File: src/design/clus_pkg.sv
package clus_pkg;

    // Client side
    localparam int NUM_CLIENTS     = 3;
    localparam int CLIENT_IDX_BITS = 2;
    localparam int CLIENT_TAG_BITS = 8;

    // Memory side
    localparam int DATA_BITS   = 64;
    localparam int ADDR_BITS   = 26;
    localparam int BYTEEN_BITS = DATA_BITS / 8;

    // Client index goes in above bit 0, which is the NC flag
    localparam int TAG_SEL_IDX  = 1;
    localparam int MEM_TAG_BITS = CLIENT_TAG_BITS + CLIENT_IDX_BITS;

    // Flattened payloads through the elastic buffers
    localparam int REQ_BITS = 1 + ADDR_BITS + DATA_BITS + BYTEEN_BITS + MEM_TAG_BITS;
    localparam int RSP_BITS = DATA_BITS + MEM_TAG_BITS;

    typedef logic [DATA_BITS-1:0]       data_t;
    typedef logic [ADDR_BITS-1:0]       addr_t;
    typedef logic [BYTEEN_BITS-1:0]     byteen_t;
    typedef logic [CLIENT_TAG_BITS-1:0] client_tag_t;
    typedef logic [MEM_TAG_BITS-1:0]    mem_tag_t;
    typedef logic [CLIENT_IDX_BITS-1:0] client_idx_t;

endpackage

File: src/design/clus_mem_req_if.sv
`timescale 1ns/1ps

interface clus_mem_req_if;

    logic                  valid;
    logic                  rw;
    clus_pkg::addr_t       addr;
    clus_pkg::data_t       data;
    clus_pkg::byteen_t     byteen;
    clus_pkg::mem_tag_t    tag;
    logic                  ready;

    modport source (
        output valid,
        output rw,
        output addr,
        output data,
        output byteen,
        output tag,
        input  ready
    );

    modport sink (
        input  valid,
        input  rw,
        input  addr,
        input  data,
        input  byteen,
        input  tag,
        output ready
    );

endinterface

File: src/design/clus_mem_rsp_if.sv
`timescale 1ns/1ps

interface clus_mem_rsp_if;

    logic                  valid;
    clus_pkg::data_t       data;
    clus_pkg::mem_tag_t    tag;
    logic                  ready;

    modport source (
        output valid,
        output data,
        output tag,
        input  ready
    );

    modport sink (
        input  valid,
        input  data,
        input  tag,
        output ready
    );

endinterface

File: src/design/clus_elastic_buf.sv
`timescale 1ns/1ps

module clus_elastic_buf #(
    parameter int WIDTH = 8
) (
    input  logic             clk,
    input  logic             rst,
    input  logic             in_valid,
    input  logic [WIDTH-1:0] in_data,
    output logic             in_ready,
    output logic             out_valid,
    output logic [WIDTH-1:0] out_data,
    input  logic             out_ready
);

    logic             head_valid_q;
    logic [WIDTH-1:0] head_data_q;
    logic             skid_valid_q;
    logic [WIDTH-1:0] skid_data_q;
    logic             ready_q;

    logic             head_valid_n;
    logic [WIDTH-1:0] head_data_n;
    logic             skid_valid_n;
    logic [WIDTH-1:0] skid_data_n;
    logic             in_fire;

    assign in_fire = in_valid && ready_q;

    always_comb begin
        head_valid_n = head_valid_q;
        head_data_n  = head_data_q;
        skid_valid_n = skid_valid_q;
        skid_data_n  = skid_data_q;
        if (!head_valid_q || out_ready) begin
            // Head is free or leaving, older skid entry moves up first
            if (skid_valid_q) begin
                head_valid_n = 1'b1;
                head_data_n  = skid_data_q;
                skid_valid_n = in_fire;
                skid_data_n  = in_data;
            end else begin
                head_valid_n = in_fire;
                head_data_n  = in_data;
            end
        end else if (in_fire) begin
            skid_valid_n = 1'b1;
            skid_data_n  = in_data;
        end
    end

    always_ff @(posedge clk) begin
        if (rst) begin
            head_valid_q <= 1'b0;
            skid_valid_q <= 1'b0;
            ready_q      <= 1'b0;
        end else begin
            head_valid_q <= head_valid_n;
            skid_valid_q <= skid_valid_n;
            // Skid is only occupied when head is too
            ready_q      <= !skid_valid_n;
        end
    end

    always_ff @(posedge clk) begin
        head_data_q <= head_data_n;
        skid_data_q <= skid_data_n;
    end

    assign in_ready  = ready_q;
    assign out_valid = head_valid_q;
    assign out_data  = head_data_q;

    a_out_stable: assert property (@(posedge clk) disable iff (rst)
        out_valid && !out_ready |=> out_valid && $stable(out_data));

endmodule

File: src/design/clus_req_arb.sv
`timescale 1ns/1ps

module clus_req_arb (
    input  logic                                                   clk,
    input  logic                                                   rst,
    input  logic [clus_pkg::NUM_CLIENTS-1:0]                       client_req_valid,
    input  logic [clus_pkg::NUM_CLIENTS-1:0]                       client_req_rw,
    input  clus_pkg::addr_t [clus_pkg::NUM_CLIENTS-1:0]            client_req_addr,
    input  clus_pkg::data_t [clus_pkg::NUM_CLIENTS-1:0]            client_req_data,
    input  clus_pkg::byteen_t [clus_pkg::NUM_CLIENTS-1:0]          client_req_byteen,
    input  clus_pkg::client_tag_t [clus_pkg::NUM_CLIENTS-1:0]      client_req_tag,
    output logic [clus_pkg::NUM_CLIENTS-1:0]                       client_req_ready,
    clus_mem_req_if.source                                         arb_req
);

    localparam int N   = clus_pkg::NUM_CLIENTS;
    localparam int SEL = clus_pkg::TAG_SEL_IDX;

    clus_pkg::client_idx_t prio_ptr;
    clus_pkg::client_idx_t gnt_idx;
    clus_pkg::client_tag_t gnt_tag;
    logic [N-1:0]          rr_grant;
    logic [N-1:0]          grant;
    logic [N-1:0]          lock_grant_q;
    logic                  lock_q;
    logic                  xfer;

    // Lowest offset from the pointer wins
    function automatic logic [N-1:0] rr_pick(input logic [N-1:0] req,
                                             input clus_pkg::client_idx_t ptr);
        logic [N-1:0] pick;
        int           idx;
        pick = '0;
        for (int k = N - 1; k >= 0; k--) begin
            idx = (int'(ptr) + k) % N;
            if (req[idx]) begin
                pick      = '0;
                pick[idx] = 1'b1;
            end
        end
        return pick;
    endfunction

    assign rr_grant = rr_pick(client_req_valid, prio_ptr);

    // A stalled request keeps its grant so the payload holds
    assign grant = lock_q ? lock_grant_q : rr_grant;

    always_comb begin
        gnt_idx = '0;
        for (int i = 0; i < N; i++) begin
            if (grant[i]) begin
                gnt_idx = clus_pkg::client_idx_t'(i);
            end
        end
    end

    assign gnt_tag = client_req_tag[gnt_idx];

    assign arb_req.valid  = |(grant & client_req_valid);
    assign arb_req.rw     = client_req_rw[gnt_idx];
    assign arb_req.addr   = client_req_addr[gnt_idx];
    assign arb_req.data   = client_req_data[gnt_idx];
    assign arb_req.byteen = client_req_byteen[gnt_idx];
    assign arb_req.tag    = {gnt_tag[clus_pkg::CLIENT_TAG_BITS-1:SEL], gnt_idx,
                             gnt_tag[SEL-1:0]};

    assign client_req_ready = grant & {N{arb_req.ready}};

    assign xfer = arb_req.valid && arb_req.ready;

    always_ff @(posedge clk) begin
        if (rst) begin
            prio_ptr <= '0;
            lock_q   <= 1'b0;
        end else begin
            lock_q <= arb_req.valid && !arb_req.ready;
            if (xfer) begin
                prio_ptr <= (gnt_idx == clus_pkg::client_idx_t'(N - 1)) ?
                            '0 : gnt_idx + 1'b1;
            end
        end
    end

    always_ff @(posedge clk) begin
        lock_grant_q <= grant;
    end

    // A client just served yields to any client left waiting
    a_grant_rotate: assert property (@(posedge clk) disable iff (rst)
        xfer && |(client_req_valid & ~grant) |=> !(|(grant & $past(grant))));

    // Clients must hold their request until it is taken
    a_req_held: assert property (@(posedge clk) disable iff (rst)
        arb_req.valid && !arb_req.ready |=> arb_req.valid && $stable(arb_req.tag));

endmodule

File: src/design/clus_rsp_route.sv
`timescale 1ns/1ps

module clus_rsp_route (
    input  logic                                              clk,
    clus_mem_rsp_if.sink                                      route_rsp,
    output logic [clus_pkg::NUM_CLIENTS-1:0]                  client_rsp_valid,
    output clus_pkg::data_t [clus_pkg::NUM_CLIENTS-1:0]       client_rsp_data,
    output clus_pkg::client_tag_t [clus_pkg::NUM_CLIENTS-1:0] client_rsp_tag,
    input  logic [clus_pkg::NUM_CLIENTS-1:0]                  client_rsp_ready
);

    localparam int N   = clus_pkg::NUM_CLIENTS;
    localparam int SEL = clus_pkg::TAG_SEL_IDX;
    localparam int HI  = SEL + clus_pkg::CLIENT_IDX_BITS;

    clus_pkg::client_idx_t rsp_idx;
    clus_pkg::client_tag_t rsp_tag;
    logic [N-1:0]          sel;

    assign rsp_idx = route_rsp.tag[HI-1:SEL];

    // Undo the index insertion, NC flag stays in bit 0
    assign rsp_tag = {route_rsp.tag[clus_pkg::MEM_TAG_BITS-1:HI], route_rsp.tag[SEL-1:0]};

    for (genvar i = 0; i < N; i++) begin : g_client
        assign sel[i]              = (rsp_idx == clus_pkg::client_idx_t'(i));
        assign client_rsp_valid[i] = route_rsp.valid && sel[i];
        assign client_rsp_data[i]  = route_rsp.data;
        assign client_rsp_tag[i]   = rsp_tag;
    end

    assign route_rsp.ready = |(sel & client_rsp_ready);

    a_idx_range: assert property (@(posedge clk)
        route_rsp.valid |-> (int'(rsp_idx) < N));

endmodule

File: src/design/clus_mem_mux.sv
`timescale 1ns/1ps

module clus_mem_mux (
    input  logic                                              clk,
    input  logic                                              rst,

    // Client requests
    input  logic [clus_pkg::NUM_CLIENTS-1:0]                  client_req_valid,
    input  logic [clus_pkg::NUM_CLIENTS-1:0]                  client_req_rw,
    input  clus_pkg::addr_t [clus_pkg::NUM_CLIENTS-1:0]       client_req_addr,
    input  clus_pkg::data_t [clus_pkg::NUM_CLIENTS-1:0]       client_req_data,
    input  clus_pkg::byteen_t [clus_pkg::NUM_CLIENTS-1:0]     client_req_byteen,
    input  clus_pkg::client_tag_t [clus_pkg::NUM_CLIENTS-1:0] client_req_tag,
    output logic [clus_pkg::NUM_CLIENTS-1:0]                  client_req_ready,

    // Client responses
    output logic [clus_pkg::NUM_CLIENTS-1:0]                  client_rsp_valid,
    output clus_pkg::data_t [clus_pkg::NUM_CLIENTS-1:0]       client_rsp_data,
    output clus_pkg::client_tag_t [clus_pkg::NUM_CLIENTS-1:0] client_rsp_tag,
    input  logic [clus_pkg::NUM_CLIENTS-1:0]                  client_rsp_ready,

    // Memory
    output logic                                              mem_req_valid,
    output logic                                              mem_req_rw,
    output clus_pkg::addr_t                                   mem_req_addr,
    output clus_pkg::data_t                                   mem_req_data,
    output clus_pkg::byteen_t                                 mem_req_byteen,
    output clus_pkg::mem_tag_t                                mem_req_tag,
    input  logic                                              mem_req_ready,
    input  logic                                              mem_rsp_valid,
    input  clus_pkg::data_t                                   mem_rsp_data,
    input  clus_pkg::mem_tag_t                                mem_rsp_tag,
    output logic                                              mem_rsp_ready
);

    clus_mem_req_if arb_req ();
    clus_mem_rsp_if route_rsp ();

    logic [clus_pkg::REQ_BITS-1:0] req_in_data;
    logic [clus_pkg::REQ_BITS-1:0] req_out_data;
    logic [clus_pkg::RSP_BITS-1:0] rsp_in_data;
    logic [clus_pkg::RSP_BITS-1:0] rsp_out_data;

    clus_req_arb u_req_arb (
        .clk               (clk),
        .rst               (rst),
        .client_req_valid  (client_req_valid),
        .client_req_rw     (client_req_rw),
        .client_req_addr   (client_req_addr),
        .client_req_data   (client_req_data),
        .client_req_byteen (client_req_byteen),
        .client_req_tag    (client_req_tag),
        .client_req_ready  (client_req_ready),
        .arb_req           (arb_req.source)
    );

    assign req_in_data = {arb_req.rw, arb_req.addr, arb_req.data, arb_req.byteen, arb_req.tag};

    clus_elastic_buf #(
        .WIDTH (clus_pkg::REQ_BITS)
    ) u_req_buf (
        .clk       (clk),
        .rst       (rst),
        .in_valid  (arb_req.valid),
        .in_data   (req_in_data),
        .in_ready  (arb_req.ready),
        .out_valid (mem_req_valid),
        .out_data  (req_out_data),
        .out_ready (mem_req_ready)
    );

    assign {mem_req_rw, mem_req_addr, mem_req_data, mem_req_byteen, mem_req_tag} = req_out_data;

    assign rsp_in_data = {mem_rsp_data, mem_rsp_tag};

    clus_elastic_buf #(
        .WIDTH (clus_pkg::RSP_BITS)
    ) u_rsp_buf (
        .clk       (clk),
        .rst       (rst),
        .in_valid  (mem_rsp_valid),
        .in_data   (rsp_in_data),
        .in_ready  (mem_rsp_ready),
        .out_valid (route_rsp.valid),
        .out_data  (rsp_out_data),
        .out_ready (route_rsp.ready)
    );

    assign {route_rsp.data, route_rsp.tag} = rsp_out_data;

    clus_rsp_route u_rsp_route (
        .clk              (clk),
        .route_rsp        (route_rsp.sink),
        .client_rsp_valid (client_rsp_valid),
        .client_rsp_data  (client_rsp_data),
        .client_rsp_tag   (client_rsp_tag),
        .client_rsp_ready (client_rsp_ready)
    );

endmodule

File: config.mk
export PLATFORM = sky130hd
export DESIGN_NAME = clus_mem_mux
export DESIGN_NICKNAME = d
export VERILOG_FILES = /design/src/design/clus_pkg.sv /design/src/design/clus_mem_req_if.sv /design/src/design/clus_mem_rsp_if.sv /design/src/design/clus_elastic_buf.sv /design/src/design/clus_req_arb.sv /design/src/design/clus_rsp_route.sv /design/src/design/clus_mem_mux.sv
export SDC_FILE = /design/constraint.sdc
export NUM_CORES = 1
export LEC_CHECK = 0
export BUFFER_PORTS_ARGS = -buffer_cell sky130_fd_sc_hd__buf_2
export CORE_AREA = 2 2 288 290
export CTS_CLUSTER_SIZE = 25
export DETAILED_ROUTE_END_ITERATION = 10
export DIE_AREA = 0 0 290 292
export PLACE_DENSITY = 0.53
export SYNTH_ARGS = -nofsm -noshare
export SYNTH_HDL_FRONTEND = slang
export SYNTH_SLANG_ARGS = --single-unit
File: constraint.sdc
create_clock -name clk -period 7.1 [get_ports clk]
set_clock_uncertainty 0.2 [all_clocks]
set_input_delay 1.065 -clock clk [delete_from_list [all_inputs] [get_ports clk]]
set_output_delay 1.065 -clock clk [all_outputs]
set_load 0.01 [all_outputs]
# --- After elaboration in Yosys (flattened, before gate mapping) ---
# Cells that the tools add are included.
# Widths: inputs -> output; s select.
totals:
  ff_bits: 378
  latchBits: 0
  ram_bits: 0
  romBits: 0
  in_bits: 405
  output_inout_bits: 333
  n_memories: 0
op_classes:
  n_addsub: 3
  n_mul: 0
  div: 3
  order_cmp: 7
  n_eq_ne: 5
  n_shift: 0
  muxes: 48
  bitwise_logic: 3
  n_reduce_logical: 23
ops:
  columns: ["cell", "count"]
  rows:
  - ["$mux 109", 4]
  - ["$mux 74", 4]
  - ["$bmux 64 s2", 1]
  - ["$ge 32x1->1 const B", 3]
  - ["$lt 32x4->1 const B", 3]
  - ["$mod 32x3->32 const B", 2]
  - ["$mux 64", 1]
  - ["$bmux 26 s2", 1]
  - ["$bmux 8 s2", 2]
  - ["$mod 3x3->32 const B", 1]
  - ["$mux 26", 1]
  - ["$mux 1", 19]
  - ["$mux 8", 2]
  - ["$mux 3", 4]
  - ["$and 3x3->3", 3]
  - ["$logic_and 1x1->1", 9]
  - ["$bmux 1 s2", 4]
  - ["$demux 1 s2", 3]
  - ["$reduce_or 3->1", 2]
  - ["$logic_not 1->1", 5]
  - ["$eq 2x2->1 const B", 2]
  - ["$mux 2", 2]
  - ["$ne 2x1->1 const B", 2]
  - ["$reduce_and 2->1", 2]
  - ["8 further kinds", 10]

# --- Longest topological paths before layout ---
depth:
  depth_word: 16
  mapped_depth: 12

# --- Cells and area by module ---
# From an unflattened synthesis, not the netlist that was laid out.
hier_totals:
  cells_unflattened: 1254
  area_unflattened_um2: 18453.9
modules_own_cells:
  columns: ["module", "instances", "cells_per_inst", "area_each_um2"]
  rows:
  - ["clus_elastic_buf (u_req_buf)", 1, 355, 8285.4]
  - ["clus_elastic_buf (u_rsp_buf)", 1, 246, 5550.3]
  - ["clus_req_arb", 1, 431, 2946.6]
  - ["clus_rsp_route", 1, 222, 1671.6]

# --- Worst setup path before layout ---
# Ideal clock, no wire load.
synth_timing:
  kind: "input-to-reg"
  startpoint: "in client_rsp_ready[1] (netlist bit)"
  endpoint: "reg u_rsp_buf.skid_data_q[0], enable pin"
  setup_ns: 0.431
  arrival_ns: 6.611
  t_required_ns: 6.469
  path_slack_ns: -0.142
  path_stages: 3
  path_cell_list: "mux2i_1 > o211ai_1 > a21o_1"
synth_between:
  elab_chain_cells: 5
  elab_cells_between_ends: 6
synth_lines:
  columns: ["element", "line_no", "source"]
  rows:
  - ["from (decl)", "clus_mem_mux.sv:20", "input logic [clus_pkg::NUM_CLIENTS-1:0] client_rsp_ready,"]
  - ["$and 3x3->3 *", "clus_rsp_route.sv:32", "assign route_rsp.ready = |(sel & client_rsp_ready);"]
  - ["$reduce_or 3->1 *", "clus_rsp_route.sv:32", null]
  - ["$logic_or 1x1->1 *", "clus_elastic_buf.sv:35", "if (!head_valid_q || out_ready) begin"]
  - ["$ne 2x1->1 (no source line) / $reduce_bool 2->1 (equally long branches)", null, null]
  - ["$reduce_and 2->1 (no source line) *", null, null]
  - ["to (signal assigned)", "clus_elastic_buf.sv:67", "skid_data_q <= skid_data_n;"]
  - ["to (decl)", "clus_elastic_buf.sv:19", "logic [WIDTH-1:0] skid_data_q;"]
# Mark *: on every way between the ends. The rest lies on a longest branch, timed or not.
# A chain may end at the register's enable or synchronous reset.

# --- Worst setup path after layout ---
layout_timing:
  startpoint: "reg u_req_arb.prio_ptr[0]"
  endpoint: "out client_req_ready[1] (netlist bit)"
layout_between:
  elab_chain_cells: 11
  elab_cells_between_ends: 34
layout_lines:
  columns: ["element", "line_no", "source"]
  rows:
  - ["from (decl)", "clus_req_arb.sv:19", "clus_pkg::client_idx_t prio_ptr;"]
  - ["from (signal assigned)", "clus_req_arb.sv:79", "prio_ptr <= (gnt_idx == clus_pkg::client_idx_t'(N - 1)) ?"]
  - ["$add 2x2->3", "clus_req_arb.sv:35", "idx = (int'(ptr) + k) % N;"]
  - ["$mod 32x3->32", "clus_req_arb.sv:35", null]
  - ["$ge 32x1->1 (not written as such) / $lt 32x4->1 (equally long branches)", "clus_req_arb.sv:38", "pick[idx] = 1'b1;"]
  - ["$logic_and 1x1->1 (not written as such)", "clus_req_arb.sv:38", null]
  - ["$mux 1 (not written as such)", "clus_req_arb.sv:38", null]
  - ["$demux 1 s2", null, null]
  - ["$mux 3 (2 in a row)", "clus_req_arb.sv:36", "if (req[idx]) begin"]
  - ["$mux 3 *", "clus_req_arb.sv:36", null]
  - ["$mux 3 *", "clus_req_arb.sv:47", "assign grant = lock_q ? lock_grant_q : rr_grant;"]
  - ["$and 3x3->3 *", "clus_req_arb.sv:68", "assign client_req_ready = grant & {N{arb_req.ready}};"]
  - ["to (decl)", "clus_mem_mux.sv:14", "output logic [clus_pkg::NUM_CLIENTS-1:0] client_req_ready,"]
# Mark *: on every way between the ends. The rest lies on a longest branch, timed or not. The select of a mux whose other input is x is not followed.

==> flow_metrics.py <==
metrics = {
    "drt": {
        "vias": 13235,
        "drc": 0,
        "ant_nets": 0,
        "finalWirelength_mm": 60.0,
        "drtPass1Iterations": 5,
        "post_drt_via_cell_ratio": 4.42,
        "initialDrtViolationCount": 828,
        "wl_per_cell_um": 20.0,
    },
    "clocking": {
        "clk_path_buf_depth": 3,
        "cts_buffers": 44,
        "htree_levels": 2,
        "cts_resized": 0,
        "tritoncts": "done",
        "hold_buffers": 0,
        "clock-sinks": 378,
        "clk-insertion-delay-late_ns": 0.57,
        "clk_pin_slew_ns": 0.06,
        "cts_setup_buffers": 0,
        "cts_root_buf": "clkbuf_16",
    },
    "worst_setup_path": {
        "critPathTopFamily": "compound AO/OA/AOI/OAI gates",
        "path_buf_inv": 3,
        "slowest_stage": "ha_1",
        "endpoint_kind": "output port",
        "cp_max_fo": 111,
        "cp-start-kind": "register",
        "crit_type": "reg -> out",
        "cp_cell_sequence": "inv_1, ha_1, mux2i_1, o21ai_2, a2111o_2, buf_12, and3_1, buf_2",
        "arrival_ns": 3.17,
        "worst-endpoint-required_ns": 5.83,
        "critPathMaxStageDelay_ns": 0.55,
    },
    "final_layout": {
        "fin_area_um2": 22900,
        "area_delta_synth_final_pct": 24.2,
        "layout.nets": 2297,
        "drive_above_1_share": 0.518,
        "seqCellArea_um2": 11200,
        "fillers": 8470,
        "fin_cells": 2996,
        "multi_input_area_um2": 5010,
        "final_util": 0.281,
    },
    "global_routing": {
        "grt.overflow.total": 0,
        "grt_pass1_wl_mm": 86.5,
        "grt_pass1_vias": 13153,
        "antenna_found_initial": 21,
        "grt_max_degree": 171,
        "grt_use_total": 0.135,
    },
    "synthesis": {
        "synth_edf_count": 366,
        "synthSimpleGateAreaFrac": 0.0663,
        "yosysTopAreaCellShare": 0.596,
        "synth_cells": 1406,
        "ys_seq_elements": 378,
        "yosysTopAreaCell": "edfxtp_1",
        "synth_top_family_by_area": "buffers and inverters",
        "synth_fa_ha_area_frac": 0.00272,
        "synth_xor_area_frac": 0,
        "syn_area_um2": 18400,
        "avgSynthCellArea_um2": 13.1,
        "synth_area_leaders": "edfxtp_1, buf_4, mux2_2",
        "synthDistinctLibCells": 55,
        "yosysSeqAreaShare": 0.609,
        "ys.flop_type": "edfxtp_1",
        "ys_warn_count": 0,
        "synthMuxAreaShare": 0.115,
        "syn_nets": 1815,
        "synth-compound-area-share": 0.0864,
        "async_flop_share": 0,
    },
    "die": {
        "fp.dieW_um": 290,
        "die_height_um": 292,
        "core_area_um2": 81600,
        "dieArea_um2": 84700,
        "start_util": 0.226,
        "ios": 738,
        "row_count": 105,
    },
    "sta": {
        "rsz0062_at_grt": "no",
        "fmax_mhz": 226,
        "finalSetupViolations": 0,
        "worst_slew_pin_slew_ns": 0.999,
        "hold_viol": 0,
        "slew_viol_final": 0,
        "slew_headroom": 0.334,
        "post-route-min-period_ns": 4.43,
        "post-route-period-util": 0.624,
        "finalSetupTns_ns": 0,
    },
    "place": {
        "place.gp.congestion": 0.890,
        "port_buffers": 737,
        "placedInstanceArea_um2": 21500,
        "numPlacedInstances": 2912,
        "hpwl_mm": 44.4,
    },
    "power": {
        "ir_worst_vdd_mv": 0.212,
        "leakage_nw": 9.02,
        "p_per_area_nw_per_um2": 407,
    },
    "status": {
        "outcome": "finished, final reports clean",
    },
    "run": {
        "cap_violations": 0,
    },
    "worst_hold_path": {
        "worstHoldPathType": "reg -> reg",
    },
}
==> state kept, by name, indices dropped and copies added (netlist names) <==
| signal | count |
|---|---|
| u_req_arb.lock_grant_q | 3 |
| u_req_buf.skid_data_q | 109 |
| u_req_buf.out_data | 109 |
| u_rsp_buf.out_valid | 1 |
| u_req_buf.out_valid | 1 |
| u_req_buf.skid_valid_q | 1 |
| u_rsp_buf.in_ready | 1 |
| u_req_arb.lock_q | 1 |
| u_rsp_buf.skid_data_q | 74 |
| u_rsp_buf.skid_valid_q | 1 |
| u_rsp_buf.out_data | 74 |
| u_req_buf.in_ready | 1 |
| u_req_arb.prio_ptr | 2 |
==> per-layer routing <==
layer | track usage | part of all wire | vias to the layer above
li1 | - | - | 6006
met2 | 0.239 | 0.50 | 705
met5 | 0 | 0.0012 | -
met1 | 0.156 | 0.39 | 6384
met4 | 0.0531 | 0.038 | 12
met3 | 0.0336 | 0.073 | 128
==> where the power goes <==
group / internal [mW] / total [mW] / switching [mW]
Sequential: 3.32 / 3.51 / 0.189
Clock: 1.32 / 2.25 / 0.929
Combinational: 1.32 / 3.55 / 2.23
Total: 5.96 / 9.31 / 3.35
==> logic make-up after synthesis <==
kind of cell / after synthesis
AO/OA/AOI/OAI: 251
adder cells (fa/ha/maj): 4
buffers and inverters: 321
flip-flops: 378
multiplexers: 188
AND/OR/NAND/NOR: 264
==> cell usage after synthesis (2+ instances only) <==
cell type	instances
edfxtp_1	366
clkbuf_1	33
a21oi_1	3
and2_1	3
mux2_2	153
mux2_1	30
nor3_1	2
nand2_1	11
nor3b_1	2
o21ai_2	10
buf_1	16
ha_1	4
a31oi_1	106
buf_6	9
buf_4	230
and3_1	2
nor2b_1	3
buf_2	21
dlygate4sd3_1	2
o21ai_0	101
clkbuf_8	2
a31oi_2	6
a21o_1	3
nand2b_1	3
inv_1	6
nand4_1	2
and3b_1	3
o211ai_1	4
o31a_2	2
dfxtp_1	12
nand3_1	108
nand3b_1	5
mux2i_1	5
nor2_1	116
o21a_1	2
==> worst register-to-register path, stage by stage, from the launching register on <==
cell and delay [ns]:
dfxtp_1 0.41, inv_1 0.09, ha_1 0.55, mux2i_1 0.16, o21ai_2 0.20, a2111o_2 0.20
buf_12 0.32, nand2_1 0.25, a31oi_1 0.31, a21o_4 0.28, buf_12 0.36
==> area by class of cell <==
class | instances | share of cell area
flip-flops and latches | 378 | 0.491
multi-input cells | 707 | 0.219
repair buffers | 751 | 0.168
well taps | 1070 | 0.0585
clock buffers | 61 | 0.0518
clock inverters | 17 | 0.00968
inverters | 6 | 0.00109
diodes | 6 | 0.000656
==> per-stage QoR <==
step | setup WS, ns | hold slack [ns] | power (mW)
global placement | 2.93 | 0.289 | 7.08
finish | 2.67 | 0.308 | 9.31
floorplan | 0.359 | 0.250 | 6.00
detailed placement | 2.77 | 0.295 | 7.20
global route | 2.41 | 0.335 | 9.88
CTS | 2.53 | 0.309 | 9.50
==> worst paths after layout <==
check,start,endpoint,slack [ns],cells after the start
worst min register to register,u_req_arb.lock_grant_q[0],u_req_arb.lock_grant_q[0],0.31,2
worst min-delay path,u_req_arb.lock_grant_q[0],u_req_arb.lock_grant_q[0],0.31,2
worst max register to register,u_req_arb.prio_ptr[0],u_req_buf.skid_data_q[88],3.13,10
worst max-delay path,u_req_arb.prio_ptr[0],client_req_ready[1],2.67,8
==> placed cells by master (no fill, tap or decap), types with 5 or more instances in the layout <==
master | netlist | routed
diode_2 | 0 | 6
buf_2 | 21 | 737
mux2_2 | 153 | 153
nand2_1 | 11 | 11
edfxtp_1 | 366 | 366
inv_1 | 6 | 5
dfxtp_1 | 12 | 10
mux2_1 | 30 | 30
o21ai_2 | 10 | 10
clkbuf_16 | 0 | 44
nand3_1 | 108 | 108
o21ai_0 | 101 | 101
buf_4 | 230 | 9
a31oi_1 | 106 | 106
clkinv_2 | 0 | 7
clkbuf_1 | 33 | 15
nor2_1 | 116 | 116
buf_12 | 1 | 5
nand3b_1 | 5 | 5
mux2i_1 | 5 | 5
a31oi_2 | 6 | 6
No activity file was read; power rests on OpenSTA's default activity.
